**config.mk**
```make
export PLATFORM = sky130hd
export DESIGN_NAME = scroll_map
export DESIGN_NICKNAME = d
export VERILOG_FILES = /design/src/map_pkg.sv /design/src/dual_port_ram.sv /design/src/map_cache.sv /design/src/map_addr_gen.sv /design/src/map_tile_decoder.sv /design/src/scroll_map.sv
export SDC_FILE = /design/constraint.sdc
export NUM_CORES = 1
export LEC_CHECK = 0
export ABC_CLOCK_PERIOD_IN_PS = 4200
export BUFFER_PORTS_ARGS = -buffer_cell sky130_fd_sc_hd__buf_4
export CAP_MARGIN = 20
export CELL_PAD_IN_SITES_DETAIL_PLACEMENT = 0
export CELL_PAD_IN_SITES_GLOBAL_PLACEMENT = 1
export CORE_AREA = 2 2 136 271
export CTS_BUF_LIST = sky130_fd_sc_hd__clkbuf_8
export CTS_CLUSTER_SIZE = 10
export DETAILED_ROUTE_END_ITERATION = 12
export DIE_AREA = 0 0 138 273
export GPL_TIMING_DRIVEN = 0
export PLACE_DENSITY_LB_ADDON = 0.1
export SYNTH_ARGS = -nofsm -noshare
export SYNTH_HDL_FRONTEND = slang
export SYNTH_SLANG_ARGS = --single-unit
```
**constraint.sdc**
```tcl
create_clock -name clk -period 4.2 [get_ports clk]
set_clock_uncertainty 0.2 [all_clocks]
set_input_delay 1.26 -clock clk [delete_from_list [all_inputs] [get_ports clk]]
set_output_delay 1.26 -clock clk [all_outputs]
set_load 0.03 [all_outputs]
```
**src/map_pkg.sv**
```systemverilog
// Scroll map package
// Widths, fill limits and map word field positions shared by the tile front end
package map_pkg;

    localparam int MAP_AW   = 12;    // Map ROM address width
    localparam int MAP_DW   = 16;    // Map word width
    localparam int CACHE_AW = 5;     // Up to 32 cached columns
    localparam int SCR_HW   = 8;     // Pixel counter H width
    localparam int VPOS_W   = 12;    // Vertical map position, wraps at 4096
    localparam int VROW_W   = 4;     // Pixel row inside a 16x16 tile

    // Fill sweep over the column count
    localparam logic [8:0] H_START = 9'h100;
    localparam logic [8:0] H_END   = 9'h1F0;
    localparam logic [8:0] H_STEP  = 9'h010;   // One 16-pixel column

    // Map word fields
    localparam int CODE_W   = 11;    // Tile code in bits 10..0
    localparam int PAL_LSB  = 11;    // Palette in bits 14..11
    localparam int PAL_W    = 4;
    localparam int FLIP_BIT = 15;    // Horizontal flip

    typedef logic [MAP_DW-1:0] map_word_t;

    // Tile code, then row, then half-column select
    typedef logic [CODE_W+VROW_W:0] tile_addr_t;

    typedef logic [PAL_W-1:0] pal_t;

endpackage

```
**src/dual_port_ram.sv**
```systemverilog
// Two-port map word RAM
// One synchronous write port and one registered read port on the same clock
module dual_port_ram
    import map_pkg::*;
(
    input  logic                clk,
    input  map_word_t           wr_data,
    input  logic [CACHE_AW-1:0] wr_addr,
    input  logic                we,
    input  logic [CACHE_AW-1:0] rd_addr,
    output map_word_t           rd_data
);

    map_word_t mem [2**CACHE_AW];   // Row cache storage

    // Write port
    always_ff @(posedge clk) begin
        if (we) begin
            mem[wr_addr] <= wr_data;
        end
    end

    // Read port, one clock of latency
    always_ff @(posedge clk) begin
        rd_data <= mem[rd_addr];
    end

endmodule

```
**src/map_cache.sv**
```systemverilog
// Map row cache
// Fills 16 map words from ROM during blanking, serves them by H during the line
module map_cache
    import map_pkg::*;
(
    input  logic              rst,
    input  logic              clk,
    input  logic              pxl_cen,
    input  logic              LHBL,
    input  logic [SCR_HW-1:0] H,
    input  logic              row_start,
    input  logic              map_ok,
    input  map_word_t         map_data,
    output logic              map_cs,
    output logic              busy,
    output logic [8:0]        map_h,
    output logic              mapper_cen,
    output map_word_t         mapper_data
);

    typedef enum logic [1:0] {
        ST_REQ,      // Raise chip select
        ST_SETTLE,   // Map address settles, ROM sees the request
        ST_CHECK,    // Wait here for map_ok
        ST_ADDR      // Next column address settles
    } fill_st_t;

    fill_st_t            st;
    logic                last_rstart;   // row_start one clock back
    logic [8:0]          hcnt;          // Fill column count
    logic                fill_go;
    logic                map_we;
    logic [CACHE_AW-1:0] rd_addr;

    // Rising edge of row_start, only outside the active line
    assign fill_go = row_start && !last_rstart && !LHBL;

    // Word taken only when the check state sees the ROM answer
    assign map_we = busy && (st == ST_CHECK) && map_cs && map_ok;

    // H256 is always set on a 256-wide screen
    assign map_h      = busy ? hcnt : {1'b1, H};
    assign mapper_cen = busy ? 1'b1 : pxl_cen;   // Run the mapper flat out while filling
    assign rd_addr    = {1'b1, H[SCR_HW-1 -: CACHE_AW-1]};  // Same slot as hcnt[8:4]

    always_ff @(posedge clk or posedge rst) begin
        if (rst) begin
            busy        <= 1'b0;
            map_cs      <= 1'b0;
            last_rstart <= 1'b0;
            hcnt        <= H_START;
            st          <= ST_REQ;
        end else begin
            last_rstart <= row_start;
            if (fill_go) begin
                busy <= 1'b1;
                hcnt <= H_START;
                st   <= ST_REQ;
            end else if (busy) begin
                case (st)
                    ST_REQ: begin
                        map_cs <= 1'b1;
                        st     <= ST_SETTLE;
                    end
                    ST_SETTLE: st <= ST_CHECK;
                    ST_CHECK: begin
                        if (map_ok) begin      // Otherwise stay and wait
                            map_cs <= 1'b0;
                            st     <= ST_ADDR;
                            if (hcnt == H_END) begin
                                busy <= 1'b0;   // Last column done
                            end else begin
                                hcnt <= hcnt + H_STEP;
                            end
                        end
                    end
                    ST_ADDR: st <= ST_REQ;
                    default: st <= ST_REQ;
                endcase
            end else begin
                map_cs <= 1'b1;   // Idle prefetch request
            end
        end
    end

    dual_port_ram u_cache (
        .clk     (clk),
        .wr_data (map_data),
        .wr_addr (hcnt[8:4]),
        .we      (map_we),
        .rd_addr (rd_addr),
        .rd_data (mapper_data)
    );

endmodule

```
**src/map_addr_gen.sv**
```systemverilog
// Map address generator
// Adds vertical scroll to the render line and forms the map ROM address
module map_addr_gen
    import map_pkg::*;
(
    input  logic              rst,
    input  logic              clk,
    input  logic [8:0]        map_h,
    input  logic [7:0]        vrender,
    input  logic [VPOS_W-1:0] scroll_y,
    output logic [MAP_AW-1:0] map_addr,
    output logic [VROW_W-1:0] vrow
);

    logic [VPOS_W-1:0] vpos;   // Vertical map position

    // Wraps at 4096 lines
    assign vpos = {{(VPOS_W-8){1'b0}}, vrender} + scroll_y;

    always_ff @(posedge clk or posedge rst) begin
        if (rst) begin
            map_addr <= '0;
            vrow     <= '0;
        end else begin
            // Map row, then 16-pixel column
            map_addr <= {vpos[VPOS_W-1:VROW_W], map_h[7:4]};
            vrow     <= vpos[VROW_W-1:0];   // Pixel row inside the tile
        end
    end

endmodule

```
**src/map_tile_decoder.sv**
```systemverilog
// Map word decoder
// Splits a map word into palette, flip and the tile ROM address of the current row
module map_tile_decoder
    import map_pkg::*;
(
    input  logic              rst,
    input  logic              clk,
    input  logic              mapper_cen,
    input  map_word_t         mapper_data,
    input  logic [VROW_W-1:0] vrow,
    input  logic              hbit,
    output tile_addr_t        tile_addr,
    output pal_t              tile_pal,
    output logic              tile_hflip
);

    logic [CODE_W-1:0] code;
    logic              flip;
    logic              half;   // Half-column select after flip

    assign code = mapper_data[CODE_W-1:0];
    assign flip = mapper_data[FLIP_BIT];
    assign half = hbit ^ flip;   // Flipped tiles fetch the right half first

    always_ff @(posedge clk or posedge rst) begin
        if (rst) begin
            tile_addr  <= '0;
            tile_pal   <= '0;
            tile_hflip <= 1'b0;
        end else if (mapper_cen) begin
            tile_addr  <= {code, vrow, half};
            tile_pal   <= mapper_data[PAL_LSB +: PAL_W];
            tile_hflip <= flip;   // Pixel order hint for the shifter
        end
    end

endmodule

```
**src/scroll_map.sv**
```systemverilog
// Scroll map front end
// Map address generator, row cache and tile decoder of one tile layer
module scroll_map
    import map_pkg::*;
(
    input  logic              rst,
    input  logic              clk,
    input  logic              pxl_cen,
    input  logic              LHBL,
    input  logic [SCR_HW-1:0] H,
    input  logic              row_start,
    input  logic [7:0]        vrender,
    input  logic [VPOS_W-1:0] scroll_y,
    input  logic              map_ok,
    input  map_word_t         map_data,
    output logic              map_cs,
    output logic [MAP_AW-1:0] map_addr,
    output logic              busy,
    output tile_addr_t        tile_addr,
    output pal_t              tile_pal,
    output logic              tile_hflip
);

    logic [8:0]        map_h;         // Fill count or H
    logic [VROW_W-1:0] vrow;
    logic              mapper_cen;
    map_word_t         mapper_data;   // Cached word for the current column

    map_addr_gen u_addr (
        .rst      (rst),
        .clk      (clk),
        .map_h    (map_h),
        .vrender  (vrender),
        .scroll_y (scroll_y),
        .map_addr (map_addr),
        .vrow     (vrow)
    );

    map_cache u_cache (
        .rst         (rst),
        .clk         (clk),
        .pxl_cen     (pxl_cen),
        .LHBL        (LHBL),
        .H           (H),
        .row_start   (row_start),
        .map_ok      (map_ok),
        .map_data    (map_data),
        .map_cs      (map_cs),
        .busy        (busy),
        .map_h       (map_h),
        .mapper_cen  (mapper_cen),
        .mapper_data (mapper_data)
    );

    map_tile_decoder u_dec (
        .rst         (rst),
        .clk         (clk),
        .mapper_cen  (mapper_cen),
        .mapper_data (mapper_data),
        .vrow        (vrow),
        .hbit        (H[3]),   // Left or right 8 pixels of the tile
        .tile_addr   (tile_addr),
        .tile_pal    (tile_pal),
        .tile_hflip  (tile_hflip)
    );

endmodule

```
==> reports/metrics.yaml <==
seqPwrFrac: 0.526
async_flop_share: 0.147
synth_top_family_by_area: "multiplexers"
cts_setup_buffers: 0
grt-ovfl-total: 0
crit_path_start_kind: "input pin"
routed_wirelength_mm: 29.9
drive_gt1_frac: 0.373
slew_headroom: 0.306
drc: 0
cts_made_buffers: 47
synth_top_area_frac: 0.622
dp_hpwl_mm: 19.6
portBuffers: 77
wl_per_cell_um: 25.1
rsz0062_at_grt: "false"
synthMuxAreaShare: 0.177
synth-xor-area-share: 0.00992
cap_violations: 0
r2r_start: "u_cache.st[0]"
synth_flop_cell: "edfxtp_1"
drtIter0Drc: 313
ctsResizeCount: 0
syn2layout_area_growth_pct: 19.1
max_freq_ghz: 0.349
min_period_ns: 2.87
synth.net_count: 631
worst_pin_slew_ns: 1.04
die_h_um: 273
tns_ns: 0
htree_levels: 2
synth_fa_ha_area_frac: 0.0168
power.density_nw_per_um2: 467
cts_sinks: 319
internal-power_w: 0.00520
p_leak_nw: 5.18
synth-seq-cells: 319
yosysTopAreaCell: "edfxtp_1"
finalHoldViolCount: 0
synthSimpleGateAreaFrac: 0.0204
num_rows: 98
coreArea_um2: 35600
post-route-period-util: 0.683
grt_pass1_vias: 6673
path_class: "input pin to flip-flop"
switching_share: 0.243
place_congestion: 0.705
die-width_um: 138
maxSlewViolCount: 0
synth_edf_count: 256
hold_path.class: "flip-flop to flip-flop"
postCtsHoldBufs: 0
worstHoldStart: "u_cache.u_cache.rd_data[9]"
grt_usage: 0.162
grt_max_degree: 26
synth_most_common_cell: "edfxtp_1"
peakVddDrop_mv: 0.230
synth_common_cells: "edfxtp_1 (256), mux4_2 (58), dfrtp_1 (46)"
synth_compound_area_frac: 0.0131
synthTopCellsByArea: "edfxtp_1 (62%), mux4_2 (11%), dfrtp_1 (9.3%), mux4_1 (4.7%), dfxtp_1 (2.6%)"
clkLatencyLatePin_ns: 0.60
setup.worst_path.end_class: "flip-flop"
seq_area_frac_synth: 0.743
postLayoutCoreUtil: 0.414
status: "finished clean"
clkPwrFrac: 0.369
clk_pin_slew_worst_paths_ns: 0.06
synthCells: 565
antenna_found_initial: 1
vias: 5946
required_ns: 4.29
max-clock-path-buffers: 3
grt_pass1_wl_mm: 44.0
firstDrtPassIters: 4
synth.distinct_cells: 40
cp.arrival_ns: 2.96
start_util: 0.348
nNetsFinal: 767
worst-path-max-fanout: 11
clock-root-buffer: "clkbuf_8"
finalSetupViolCount: 0
ant_nets: 0
pwr-share-comb: 0.106
crit_path_start: "map_ok"
p_switching_w: 0.00167
num_io_pins: 85
yosysWarningCount: 0
via_per_inst: 4.99
die_area_um2: 37700
synth_area_per_cell_um2: 21.9
cts_tree: "built"
synthesis.area_um2: 12400
[cell families (layout without fill, tap and decap cells)]
logic type	after synthesis	in the layout
other	0	1
muxes	107	107
buffers and inverters	30	205
and+or+nand+nor	53	53
DFF	319	319
AOI/OAI and AO/OA	26	26
adders and majority gates	16	16
xor gates and xnor gates	14	14
[state kept, by name (all words and copies together), names as in the netlist]
name	count
u_cache.st	2
u_cache.u_cache.mem	256
u_addr.vrow	4
u_cache.busy	1
u_dec.tile_pal	4
u_dec.tile_addr	16
u_dec.tile_hflip	1
u_cache.hcnt	5
u_cache.last_rstart	1
u_cache.u_cache.rd_data	16
u_addr.map_addr	12
u_cache.map_cs	1
[metal layers]
metal | up-vias | GRT usage | routed length, um
li1 | 2597 | - | -
met1 | 3121 | 0.176 | 10800
met2 | 171 | 0.311 | 16800
met3 | 57 | 0.0280 | 1350
met4 | 0 | 0.0607 | 920
met5 | - | 0 | 0
[power groups by stage]
stage	registers [W]	logic, W	clock network [W]
3_3_place_gp	0.00368	0.000709	0
5_1_grt	0.00363	0.000786	0.00274
3_5_place_dp	0.00368	0.000745	0
6_report	0.00361	0.000727	0.00253
4_1_cts	0.00362	0.000745	0.00262
2_1_floorplan	0.00378	0.000329	0
[final timing paths]
kind | cells past startpoint | endpoint | slack [ns]
worst max-delay path | 6 | u_cache.u_cache.mem[21][13] | 1.33
worst min register to register | 1 | u_dec.tile_addr[14] | 0.26
min in group asynchronous | 2 | u_addr.map_addr[10] | 0.55
max in group asynchronous | 3 | u_cache.hcnt[8] | 2.61
worst min-delay path | 1 | u_dec.tile_addr[14] | 0.26
worst max register to register | 7 | u_cache.u_cache.mem[21][13] | 1.39
[cell type report]
type,instances,area [um2]
diodes,1,2.50
plain buffers,21,213
clock buffers,59,812
clock inverters,29,163
fillers,3206,20800
inverters,9,33.8
multi-input cells,216,3000
flip-flops and latches,319,9190
well taps,450,563
repair buffers,87,746
[metrics by stage]
step	total power [W]	cell area [um2]	setup slack, ns	hold WS, ns	instances
2_1_floorplan	0.00411	12400	1.24	0.240	565
3_3_place_gp	0.00439	13500	-0.243	0.243	1092
3_5_place_dp	0.00443	13700	0.719	0.247	1102
4_1_cts	0.00698	14700	1.33	0.264	1190
5_1_grt	0.00715	14700	1.20	0.269	1191
6_report	0.00687	14700	1.33	0.261	1191
[placed cells by master, fill, tap and decap left out, types with 2 or more instances in the layout]
cell	instances
edfxtp_1	256
buf_4	78
clkbuf_8	59
mux4_2	58
dfrtp_1	46
inv_1	26
mux2_2	24
mux4_1	22
dfxtp_1	16
ha_1	15
nor2_1	11
xnor2_1	10
buf_8	9
nor2_2	9
nand2_1	8
buf_2	7
a21oi_1	7
o21ai_0	7
nor2_4	7
buf_6	6
buf_12	5
clkinv_2	5
and3_1	4
nand3_1	4
xor2_1	4
a21o_1	3
mux2i_1	3
clkbuf_1	2
nor2b_1	2
a31oi_1	2
nand4_1	2
a221oi_1	2
nand3b_1	2
clkinv_1	2
[worst max-delay path: stages]
cell and delay, ns:
buf_4 0.10, nand3_1 0.09, nor2_1 0.23, nand2_1 0.27, nor2_2 0.77, buf_8 0.23
Power figures use the tool's default switching activity.
